<file path="config.mk">
export PLATFORM = sky130hd
export DESIGN_NAME = fetchUnit
export DESIGN_NICKNAME = d
export VERILOG_FILES = /design/src/logic/corePkg.sv /design/src/logic/fetchUnit.sv
export SDC_FILE = /design/constraint.sdc
export NUM_CORES = 1
export LEC_CHECK = 0
export BUFFER_PORTS_ARGS = -buffer_cell sky130_fd_sc_hd__clkbuf_2
export CAP_MARGIN = 15
export CELL_PAD_IN_SITES_DETAIL_PLACEMENT = 0
export CELL_PAD_IN_SITES_GLOBAL_PLACEMENT = 1
export CORE_ASPECT_RATIO = 1.25
export CORE_MARGIN = 2
export CORE_UTILIZATION = 45
export DETAILED_ROUTE_END_ITERATION = 8
export PLACE_DENSITY = 0.85
export SETUP_SLACK_MARGIN = 0.02
export SYNTH_ARGS = -nofsm -noshare
export SYNTH_HDL_FRONTEND = slang
export SYNTH_SLANG_ARGS = --single-unit
</file>
<file path="constraint.sdc">
create_clock -name clk -period 18.1 [get_ports clk]
set_input_delay 3.62 -clock clk [delete_from_list [all_inputs] [get_ports clk]]
set_output_delay 3.62 -clock clk [all_outputs]
set_load 0.02 [all_outputs]
</file>
<file path="src/logic/corePkg.sv">
`default_nettype none

package corePkg;

    localparam int XLen = 64;
    localparam logic [XLen-1:0] ResetPc = '0;

    //////////////////////////////
    // major opcodes.
    localparam logic [6:0] OpReg    = 7'b0110011;
    localparam logic [6:0] OpImm    = 7'b0010011;
    localparam logic [6:0] OpBranch = 7'b1100011;

    localparam logic [2:0] F3AddSub = 3'b000;
    localparam logic [2:0] F3Xor    = 3'b100;
    localparam logic [2:0] F3Or     = 3'b110;
    localparam logic [2:0] F3And    = 3'b111;
    localparam logic [2:0] F3Beq    = 3'b000;
    localparam logic [2:0] F3Bne    = 3'b001;

    localparam logic [6:0] F7Base = 7'b0000000;
    localparam logic [6:0] F7Sub  = 7'b0100000; // sub only, alongside funct3 000.

    //////////////////////////////
    // one instruction word, two field layouts.
    typedef union packed {
        struct packed {
            logic [6:0] funct7;
            logic [4:0] rs2;
            logic [4:0] rs1;
            logic [2:0] funct3;
            logic [4:0] rd;
            logic [6:0] opcode;
        } rType;
        struct packed {
            logic [11:0] imm12;     // b-type keeps rs2 in the low five bits.
            logic [4:0]  rs1;
            logic [2:0]  funct3;
            logic [4:0]  rd;        // b-type offset bits 4:1 and 11.
            logic [6:0]  opcode;
        } ibType;
    } instrWord;

    typedef enum logic [2:0] {
        AluAdd,
        AluSub,
        AluAnd,
        AluOr,
        AluXor
    } aluOp;

endpackage

`default_nettype wire

</file>
<file path="src/logic/fetchUnit.sv">
`timescale 1ns/1ns
`default_nettype none

module fetchUnit (
    input  logic                        clk,
    input  logic                        rst,
    output logic                        imemReqValid,
    output logic [corePkg::XLen-1:0]    imemAddr,
    input  logic                        imemReqReady,
    input  logic                        imemRespValid,
    input  logic [31:0]                 imemRespData,
    input  logic                        redirectValid,
    input  logic [corePkg::XLen-1:0]    redirectPc,
    output logic                        instValid,
    output logic [corePkg::XLen-1:0]    instPc,
    output corePkg::instrWord           instWord,
    input  logic                        instReady
);

    logic [corePkg::XLen-1:0] pc;         // next address to request.
    logic [corePkg::XLen-1:0] reqAddr;    // address of the request in flight.
    logic [corePkg::XLen-1:0] launchAddr;
    logic [corePkg::XLen-1:0] bufPc;
    corePkg::instrWord        bufWord;
    logic reqActive;
    logic pending;
    logic drop;
    logic bufValid;
    logic launch;
    logic respTake;

    // the buffer is free by the time the response can land.
    assign launch = !reqActive && !pending && (!bufValid || instReady || redirectValid);
    assign launchAddr = redirectValid ? redirectPc : pc;
    assign respTake = pending && imemRespValid && !drop && !redirectValid;

    always_ff @(posedge clk or posedge rst) begin
        if (rst) begin
            pc <= corePkg::ResetPc;
            reqActive <= 1'b0;
            pending <= 1'b0;
            drop <= 1'b0;
            bufValid <= 1'b0;
        end else begin
            if (redirectValid) pc <= redirectPc;
            if (launch) begin
                reqActive <= 1'b1;
                pc <= launchAddr + 4;
            end else if (reqActive && imemReqReady) begin
                reqActive <= 1'b0;
            end
            if (reqActive && imemReqReady) pending <= 1'b1;
            else if (pending && imemRespValid) pending <= 1'b0;
            // a response that shows up with the redirect is discarded right away.
            if (redirectValid && (reqActive || (pending && !imemRespValid))) drop <= 1'b1;
            else if (pending && imemRespValid) drop <= 1'b0;
            if (redirectValid) bufValid <= 1'b0;
            else if (respTake) bufValid <= 1'b1;
            else if (instReady) bufValid <= 1'b0;
        end
    end

    always_ff @(posedge clk) begin
        if (launch) reqAddr <= launchAddr;
        if (respTake) begin
            bufPc <= reqAddr;
            bufWord <= imemRespData;
        end
    end

    assign imemReqValid = reqActive;
    assign imemAddr = reqAddr;
    assign instValid = bufValid;
    assign instPc = bufPc;
    assign instWord = bufWord;

endmodule

`default_nettype wire

</file>
# Word-level counts from Yosys, hierarchy flattened
# Cells that the tools add are included.
# classes
addsub,1
mux,10
n_reduce_logical,21
# ops
cell,n
$mux W64,2
$add A64 B3 Y64 const B,1
$logic_and A1 B1 Y1,8
$mux W1,8
$logic_not A1 Y1,6
$reduce_bool A2 Y1,3
$logic_or A1 B1 Y1,3
$reduce_bool A3 Y1,1
# word_totals
reg_bits,228
inputBits,102
out_inout_bits,162
word_cells,40

# Longest topological paths before layout
# Gate-level depths: netlist (run 1).
# depth
ltp_word,5
ltp_mapped,16
ltp_nobuf,8

# Worst setup path after synthesis (run 1)
# Ideal clock, no wire load.
# synth_path
kind,input port to flip-flop
startpoint,input redirectValid
endpoint,"register bufValid, in the netlist instValid"
setup_time_ns,0.106
arrival_time_ns,11.932
required_time_ns,17.994
slack_ns,6.062
stages,9
n_path_buf,7
path_cell_list,buf_6 -> buf_6 -> buf_2 -> buf_4 -> buf_2 -> buf_2 -> buf_2 -> nor3_1 -> or2_2
# synth_between
elab_chain_len,4
elab_cells_between_ends,5
cone_classes,2 x mux; 3 x reduce/logical
# synth_lines
element,line,source
start: declaration,fetchUnit.sv:12,"input logic redirectValid,"
$logic_not A1 Y1 (*),fetchUnit.sv:35,assign respTake = pending && imemRespValid && !drop && !redirectValid;
$logic_and A1 B1 Y1 (*),fetchUnit.sv:35,
net respTake,fetchUnit.sv:30,logic respTake;
$mux W1,fetchUnit.sv:58,else if (respTake) bufValid <= 1'b1;
$mux W1,fetchUnit.sv:57,if (redirectValid) bufValid <= 1'b0;
end signal: assignment,fetchUnit.sv:57,
end signal: assignment,fetchUnit.sv:58,
end signal: assignment,fetchUnit.sv:59,else if (instReady) bufValid <= 1'b0;
end: declaration,fetchUnit.sv:28,logic bufValid;
# Mark *: on every way through the listed nets, which the timed path passes. The rest lies on a longest branch.
# A chain may end at the register's enable or synchronous reset.

# Worst setup path in the final report (run 1)
# layout_path
startpoint,input redirectValid
endpoint,register pc[60] (netlist bit)
# layout_between
elab_chain_len,3
elab_cells_between_ends,5
cone_classes,1 x add/sub; 2 x mux; 2 x reduce/logical
# layout_lines
element,line,source
$mux W64 or $logic_or A1 B1 Y1 (tied branches),--,
$add A64 B3 Y64 or $logic_and A1 B1 Y1 (tied branches),"fetchUnit.sv:48, fetchUnit.sv:33",
$mux W64 (*),fetchUnit.sv:46,if (launch) begin
end signal: assignment,fetchUnit.sv:39,pc <= corePkg::ResetPc;
end signal: assignment,fetchUnit.sv:45,if (redirectValid) pc <= redirectPc;
end signal: assignment,fetchUnit.sv:48,pc <= launchAddr + 4;
end: declaration,fetchUnit.sv:20,logic [corePkg::XLen-1:0] pc;
# Mark *: on every way between the ends. The rest lies on a longest branch, timed or not.

==> results of run 1 <==
[sequential cells by signal (all words and copies together) (netlist names)]
name,count
instValid,1
drop,1
pc,64
imemAddr,64
pending,1
instPc,64
imemReqValid,1
instWord,32
[report_power, final]
group          switching, mW  internal, mW  leakage, nW
clock                  0.187         0.294        0.376
combinational          0.178        0.0841         2.16
sequential            0.0450         0.676         2.28
total                  0.410          1.05         4.81
[stage by stage]
step           setup slack [ns]  util, %  hold WS [ns]  std cells
2_1_floorplan             6.062        -        0.4389        608
3_3_place_gp              11.08    53.97        0.4302       1129
3_5_place_dp              10.97    53.97        0.4314       1129
4_1_cts                   11.50    57.79        0.4440       1172
5_1_grt                   11.29    57.79        0.4584       1172
6_report                  11.50    57.79        0.4448       1172
[critical path, cell delays in order]
cell and delay, ns:
buf_4 0.50, buf_4 0.78, mux2i_1 0.31, nor3b_4 0.33
nand2_2 0.18, or4_1 0.73, nor4b_4 0.33, xor2_1 0.18
[cell usage after synthesis, types with 4 or more instances]
master / instances / share of area (%)
a21o_1: 11 / 0.88
a21oi_1: 12 / 0.64
a22oi_1: 7 / 0.56
a31oi_1: 4 / 0.27
a32o_1: 6 / 0.64
a32oi_1: 4 / 0.37
buf_2: 9 / 0.48
buf_6: 6 / 0.72
dfrtp_1: 68 / 18
edfxtp_1: 160 / 51
inv_1: 20 / 0.80
mux2_2: 38 / 4.6
mux2i_1: 16 / 1.7
nand2_1: 41 / 1.6
nand3_1: 39 / 2.1
nand3b_1: 16 / 1.3
nand4_1: 12 / 0.80
nand4b_1: 4 / 0.37
nor2_1: 7 / 0.28
nor2b_1: 11 / 0.74
nor3_1: 12 / 0.64
o21ai_0: 5 / 0.27
xnor2_1: 41 / 3.8
xor2_1: 17 / 1.6
[metal layers]
metal,global-route usage (%),routed length [µm],up-vias
met5,0,0,-
met4,5.572,539,0
met3,3.724,1434,36
met2,31.23,10120,201
met1,22.40,8152,2826
li1,-,-,2832
[path summary, 6_finish.rpt]
| path | slack [ns] | depth (start not counted) | start | to |
|---|---|---|---|---|
| max | 11.50 | 8 | redirectValid | pc[60] |
| min | 0.44 | 0 | imemAddr[54] | instPc[54] |
| max reg2reg | 15.31 | 8 | pc[2] | pc[42] |
| min reg2reg | 0.44 | 0 | imemAddr[54] | instPc[54] |
| max in group asynchronous | 14.11 | 3 | rst | pc[23] |
| min in group asynchronous | 3.37 | 3 | rst | pc[57] |
[layout make-up]
cell class / instances / area [µm²]
fillers: 1672 / 8546
flip-flops and latches: 228 / 6506
multi-input cells: 341 / 2635
repair buffers: 270 / 1371
clock buffers: 33 / 655.6
well taps: 270 / 337.8
clock inverters: 10 / 118.9
inverters: 20 / 76.32
[cell families after synthesis]
group                    share of synthesized area [%]
XOR/XNOR                                         5.436
AND/OR/NAND/NOR                                  10.97
multiplexers                                     6.453
buffers and inverters                            2.289
adder cells (fa/ha/maj)                         0.1339
flip-flops                                       69.62
AO/OA/AOI/OAI                                    5.101
==> impl_metrics.csv, run 1 <==
group,metric,value,unit
route,viasPerCell,5.030,
sta,hold_viol,0,
yosys,synthCells,608,
sta,timing.final.crit_share,36.47,%
yosys,seq_area_frac_synth,69.62,%
sta,clock.fmax,151.5,MHz
global_routing,grt_usage,17.85,%
critical_path,crit_type,"input pin to register",
die,chipWidth,132.9,µm
sta,skew,0.01400,ns
power,max-vdd-ir-drop,74.07,µV
run_status,outcome,"finished clean",
cts,cts_made_buffers,24,
sta,max_slew_margin,37.72,%
yosys,syn_nets,711,
sta,fin_setup_tns,0,ns
critical_path,path_max_fanout,79,
sta,finalSetupViolCount,0,
cts,cts_root_buffer,"clkbuf_16",
yosys,yosysWarnings,0,
job,maxCapViolations,0,
die,row_count,58,
sta,rsz0062_at_grt,"no",
die,die_y,165.1,µm
die,ios,264,
yosys,synthFlopType,"edfxtp_1",
critical_path,end_kind,"register",
route,vias,5895,
yosys,syn_avg_cell_area,15.37,µm²
route,drcViolationCount,0,
global_routing,grt_max_degree,80,
sta,finalCriticalPeriod,6.600,ns
power,p_total,1.464,mW
global_routing,grt.overflow.total,0,
cts,ctsResizeCount,0,
route,ant_nets,0,
cts,cts_tree,"yes",
placement,dpl_cell_area,10930,µm²
critical_path,worst_setup_path_start_kind,"input pin",
placement,portBuffers,263,
cts,hold_buffers,0,
finish,final_common_cell,"clkbuf_2",
finish,drive_gt1_share,40.24,%
die,design.die.area,21940,µm²
critical_path,cp_data_arrival_time,7.02,ns
finish,design.final.nets,988,
route,drt_iter0_drc,390,
yosys,synth-edff-count,160,
cts,cts.sinks,228,
global_routing,antenna_found_initial,0,
placement,place_congestion,0.8089,
power,p_per_area,125.1,nW/µm²
yosys,ys_async_sr_fraction,29.82,%
yosys,ys_ff_latch,228,
finish,final_cell_mix,"262 x clkbuf_2, 160 x edfxtp_1, 68 x dfrtp_1",
cts,clk-insertion-delay-late,0.51,ns
power,leakage,4.815,nW
finish,n_antenna_cell,0,
global_routing,grt_pass1_vias,5804,
route,totalWireLength,20.24,mm
route,post_drt_wl_per_cell,17.27,µm
critical_path,required,18.52,ns
sta,finalMaxSlewViolations,0,
finish,postLayoutCellArea,11700,µm²
yosys,synth.distinct_cells,53,
cts,cts_buffer_depth,3,
global_routing,grt_pass1_wl,30.91,mm
die,initial_utilization,46.16,%
cts,h-tree-depth,1,
cts,clkSlewWorstSetupHoldPaths,0.06,ns
die,core,20250,µm²
finish,syn_to_final_growth,25.21,%
cts,cts_setup_buffers,0,
route,dr.pass1.iters,6,
hold_path,hp-class,"register to register",
sta,worstMarginPinSlew,0.9322,ns
yosys,syn_area,9345,µm²
placement,dpl.hpwl,14.84,mm
Power figures use the tool's default switching activity.
==> inputs of run 2 (changes only) <==
--- a/config.mk
+++ b/config.mk
@@ -11,9 +11,9 @@
 export CELL_PAD_IN_SITES_GLOBAL_PLACEMENT = 1
 export CORE_ASPECT_RATIO = 1.25
 export CORE_MARGIN = 2
-export CORE_UTILIZATION = 45
+export CORE_UTILIZATION = 38
 export DETAILED_ROUTE_END_ITERATION = 8
-export PLACE_DENSITY = 0.85
+export PLACE_DENSITY = 0.77
 export SETUP_SLACK_MARGIN = 0.02
 export SYNTH_ARGS = -nofsm -noshare
 export SYNTH_HDL_FRONTEND = slang
==> constraint.sdc (replaced) <==
create_clock -name clk -period 5.85 [get_ports clk]
set_input_delay 1.17 -clock clk [delete_from_list [all_inputs] [get_ports clk]]
set_output_delay 1.17 -clock clk [all_outputs]
set_load 0.02 [all_outputs]
==> impl_metrics.csv, run 2 (synthesis results as in run 1) <==
group,metric,value,unit
critical_path,crit_type,"input pin to register",
cts,hold_buffers,0,
power,p_clk_share,33.9,%
finish,postLayoutCellArea,11900,µm²
cts,cts_made_buffers,24,
die,design.die.area,25870,µm²
sta,hold_ws,0.4440,ns
placement,portBuffers,263,
sta,timing.final.crit_share,64.24,%
hold_path,hp-class,"register to register",
finish,fillers,2221,
route,wl_met1,8.349,mm
route,vias,5920,
route,routed-wl-met2,10.81,mm
finish,final_cell_mix,"262 x clkbuf_2, 160 x edfxtp_1, 68 x dfrtp_1",
finish,design.final.nets,989,
power,p_comb_share,18.2,%
sta,finalCriticalPeriod,3.758,ns
placement,place_ws,1.621,ns
sta,skew,0.01279,ns
global_routing,grt_pass1_wl,32.04,mm
cts,cts_setup_buffers,0,
route,totalWireLength,21.14,mm
global_routing,grt_pass1_vias,5901,
route,viasPerCell,4.790,
sta,fin_ws,2.092,ns
global_routing,grt_max_degree,69,
cts,ctsResizeCount,0,
critical_path,required,6.28,ns
die,row_count,64,
sta,rsz0062_at_grt,"no",
die,chipWidth,144.3,µm
placement,place_congestion,0.8269,
route,drt_iter0_drc,347,
route,post_drt_wl_per_cell,17.10,µm
sta,clock.fmax,266.1,MHz
route,drcViolationCount,0,
route,dr.pass1.iters,4,
critical_path,path_max_fanout,54,
placement,dpl_cell_area,11030,µm²
critical_path,worst_setup_path_start_kind,"input pin",
power,switchingPower,1.301,mW
power,swShare,27.93,%
die,core,24340,µm²
sta,hold_viol,0,
cts,cts_buffer_depth,3,
power,max-vdd-ir-drop,278.5,µV
sta,finalMaxSlewViolations,0,
power,share_seq_of_total_power,47.9,%
power,internal_power,3.356,mW
cts,h-tree-depth,1,
die,die_y,179.3,µm
cts,cts_root_buffer,"clkbuf_16",
global_routing,grt.overflow.total,0,
sta,finalSetupViolCount,0,
route,route.met3.wl,1.640,mm
global_routing,grt_usage,15.90,%
critical_path,cp_data_arrival_time,4.19,ns
cts,cts.sinks,228,
finish,drive_gt1_share,41.04,%
die,ios,264,
route,ant_nets,0,
global_routing,antenna_found_initial,2,
cts,clk-insertion-delay-late,0.50,ns
finish,final_common_cell,"clkbuf_2",
power,leakage,4.871,nW
sta,worstMarginPinSlew,1.044,ns
route,top_layer_used,"met4",
die,initial_utilization,38.39,%
job,maxCapViolations,0,
power,p_per_area,391.5,nW/µm²
sta,max_slew_margin,30.24,%
finish,syn_to_final_growth,27.29,%
cts,clkSlewWorstSetupHoldPaths,0.07,ns
critical_path,end_kind,"register",
placement,dpl.hpwl,15.58,mm
finish,post-route-util,48.86,%
run_status,outcome,"finished clean",
cts,cts_tree,"yes",
sta,fin_setup_tns,0,ns
run 2: power groups by stage:
| stage | logic [mW] | registers (mW) | clock network, mW |
|---|---|---|---|
| after floorplan | 0.297 | 2.48 | 0 |
| after global placement | 0.836 | 2.26 | 0 |
| after detailed placement | 0.842 | 2.27 | 0 |
| after CTS | 0.844 | 2.24 | 1.63 |
| after global routing | 0.924 | 2.27 | 1.69 |
| final | 0.847 | 2.23 | 1.58 |
run 2: stage by stage:
stage / cells / power [mW]
after floorplan: 608 / 2.772
after global placement: 1189 / 3.097
after detailed placement: 1189 / 3.110
after CTS: 1233 / 4.717
after global routing: 1236 / 4.881
final: 1236 / 4.657
run 2: path summary, 6_finish.rpt:
check	from	end	slack, ns	depth (start not counted)
max reg2reg	pc[2]	pc[60]	3.19	8
min in group asynchronous	rst	pc[37]	0.93	3
max in group asynchronous	rst	pc[2]	4.28	3
min reg2reg	imemAddr[50]	instPc[50]	0.44	0
max	redirectValid	pc[60]	2.09	8
min	imemAddr[50]	instPc[50]	0.44	0
run 2: routing by layer:
layer  track usage (%)  vias up
li1                  -     2844
met1             19.71     2864
met2             27.86      191
met3             3.827       21
met4             4.369        0
met5                 0        -
run 2: critical path, cell delays in order:
cell and delay (ns):
buf_4 0.48, buf_4 0.58, nand3_1 0.24, a22oi_2 0.30, nand4_2 0.27, or3_1 0.59
nor4b_4 0.33, xor2_1 0.16
run 2: area by class of cell:
type / instances / area [µm²] / share of cell area [%]
inverters: 20 / 76.32 / 0.6416
clock buffers: 30 / 664.4 / 5.585
multi-input cells: 341 / 2648 / 22.26
clock inverters: 14 / 171.4 / 1.441
well taps: 330 / 412.9 / 3.471
flip-flops and latches: 228 / 6506 / 54.70
diodes: 2 / 5.005 / 0.04207
repair buffers: 271 / 1411 / 11.86
==> inputs of run 3 (changes only) <==
--- a/config.mk
+++ b/config.mk
@@ -11,9 +11,9 @@
 export CELL_PAD_IN_SITES_GLOBAL_PLACEMENT = 1
 export CORE_ASPECT_RATIO = 1.25
 export CORE_MARGIN = 2
-export CORE_UTILIZATION = 38
+export CORE_UTILIZATION = 42
 export DETAILED_ROUTE_END_ITERATION = 8
-export PLACE_DENSITY = 0.77
+export PLACE_DENSITY = 0.8
 export SETUP_SLACK_MARGIN = 0.02
 export SYNTH_ARGS = -nofsm -noshare
 export SYNTH_HDL_FRONTEND = slang
==> constraint.sdc (replaced) <==
create_clock -name clk -period 3.58 [get_ports clk]
set_input_delay 0.716 -clock clk [delete_from_list [all_inputs] [get_ports clk]]
set_output_delay 0.716 -clock clk [all_outputs]
set_load 0.02 [all_outputs]
==> impl_metrics.csv, run 3 (synthesis results as in run 1) <==
group,metric,value,unit
run_status,outcome,"finished clean",
placement,dpl.hpwl,15.45,mm
sta,finalCriticalPeriod,2.660,ns
hold_path,hp-class,"input pin to async pin",
power,leakage,4.818,nW
cts,ctsResizeCount,0,
cts,cts_buffer_depth,3,
die,chipWidth,137.4,µm
die,design.die.area,23470,µm²
finish,drive_gt1_share,41.28,%
critical_path,cp_data_arrival_time,3.08,ns
critical_path,required,4.00,ns
power,p_total,7.158,mW
sta,fin_ws,0.9196,ns
cts,cts_root_buffer,"clkbuf_16",
cts,hold_buffers,0,
sta,finalMaxSlewViolations,0,
route,drcViolationCount,0,
global_routing,antenna_found_initial,0,
placement,dpl_cell_area,11040,µm²
die,die_y,170.8,µm
finish,fillers,1922,
sta,finalSetupViolCount,0,
finish,final_common_cell,"clkbuf_2",
die,initial_utilization,42.37,%
placement,portBuffers,263,
finish,postLayoutCellArea,11710,µm²
die,ios,264,
cts,cts.sinks,228,
route,post_drt_wl_per_cell,17.57,µm
route,ant_nets,0,
placement,place_congestion,0.7757,
finish,syn_to_final_growth,25.29,%
placement,place_ws,0.3996,ns
route,drt_iter0_drc,316,
critical_path,end_kind,"register",
critical_path,crit_type,"input pin to register",
sta,max_slew_margin,49.29,%
power,max-vdd-ir-drop,480.1,µV
cts,cts_made_buffers,23,
sta,hold_viol,0,
global_routing,grt.overflow.total,0,
die,core,22060,µm²
critical_path,path_max_fanout,79,
global_routing,grt_usage,17.44,%
critical_path,worst_setup_path_start_kind,"input pin",
route,totalWireLength,20.89,mm
finish,final_cell_mix,"262 x clkbuf_2, 160 x edfxtp_1, 68 x dfrtp_1",
finish,n_antenna_cell,0,
power,p_per_area,611.3,nW/µm²
finish,design.final.nets,994,
cts,clkSlewWorstSetupHoldPaths,0.06,ns
die,row_count,61,
sta,hold_ws,0.2651,ns
cts,h-tree-depth,1,
global_routing,grt_pass1_wl,31.73,mm
global_routing,grt_max_degree,80,
sta,worstMarginPinSlew,0.7606,ns
job,maxCapViolations,0,
global_routing,grt_pass1_vias,6035,
route,dr.pass1.iters,5,
route,vias,5941,
route,viasPerCell,4.997,
sta,clock.fmax,375.9,MHz
cts,cts_setup_buffers,0,
sta,skew,0.01223,ns
sta,rsz0062_at_grt,"no",
cts,cts_tree,"yes",
cts,clk-insertion-delay-late,0.50,ns
sta,timing.final.crit_share,74.31,%
run 3: cell types whose count changed in the layout (fill, tap and decap cells not counted), sizes merged:
| cell | previous run | this run |
|---|---|---|
| buf | 9 | 15 |
| clkinvlp | 1 | 2 |
| clkbuf | 292 | 291 |
| inv | 20 | 19 |
| bufinv | 4 | 0 |
| diode | 2 | 0 |
| clkinv | 9 | 10 |
run 3: worst paths after layout:
check	start	end	slack (ns)	cells past startpoint
min in group clk	imemRespData[24]	instWord[24]	0.39	1
worst max register to register	pc[3]	pc[60]	1.04	8
worst min-delay path	rst	pc[3]	0.27	3
max in group asynchronous	rst	pc[30]	2.82	3
worst max-delay path	redirectValid	pc[60]	0.92	8
worst min register to register	imemAddr[63]	instPc[63]	0.44	0
run 3: area by class of cell:
type	instances	area [µm²]	area share [%]
clock buffer	29	608.1	5.193
clock inverter	11	61.31	0.5236
inverter	20	76.32	0.6519
multi-input combinational	341	2654	22.67
sequential	228	6506	55.57
tap	283	354.1	3.024
timing repair buffer	277	1449	12.37
run 3: critical path, stage by stage:
cell,delay [ns]
buf_4,0.17
buf_12,0.34
mux2i_1,0.24
nor3b_4,0.32
nand2_2,0.09
or4_1,0.70
nor4b_4,0.33
xor2_1,0.16
run 3: where the power goes:
part	leakage, nW	internal (mW)	switching, mW
sequential	2.28	3.42	0.236
clock	0.328	1.20	0.954
combinational	2.21	0.437	0.914
run 3: through the flow:
stage,utilization (%),TNS (ns),std cells
global route,53.08,0,1189
detailed placement,50.05,0,1149
floorplan,-,-76.22,608
global placement,50.05,0,1149
CTS,53.08,0,1189
finish,53.08,0,1189
run 3: routing by layer:
metal / routed length (µm) / global-route usage, % / up-vias / share of wire [%]
met5: 0 / 0 / - / 0
met4: 427 / 5.244 / 0 / 2.0
met3: 1333 / 3.467 / 27 / 6.4
met2: 10800 / 31.26 / 180 / 52
met1: 8324 / 21.05 / 2890 / 40
li1: - / - / 2844 / -
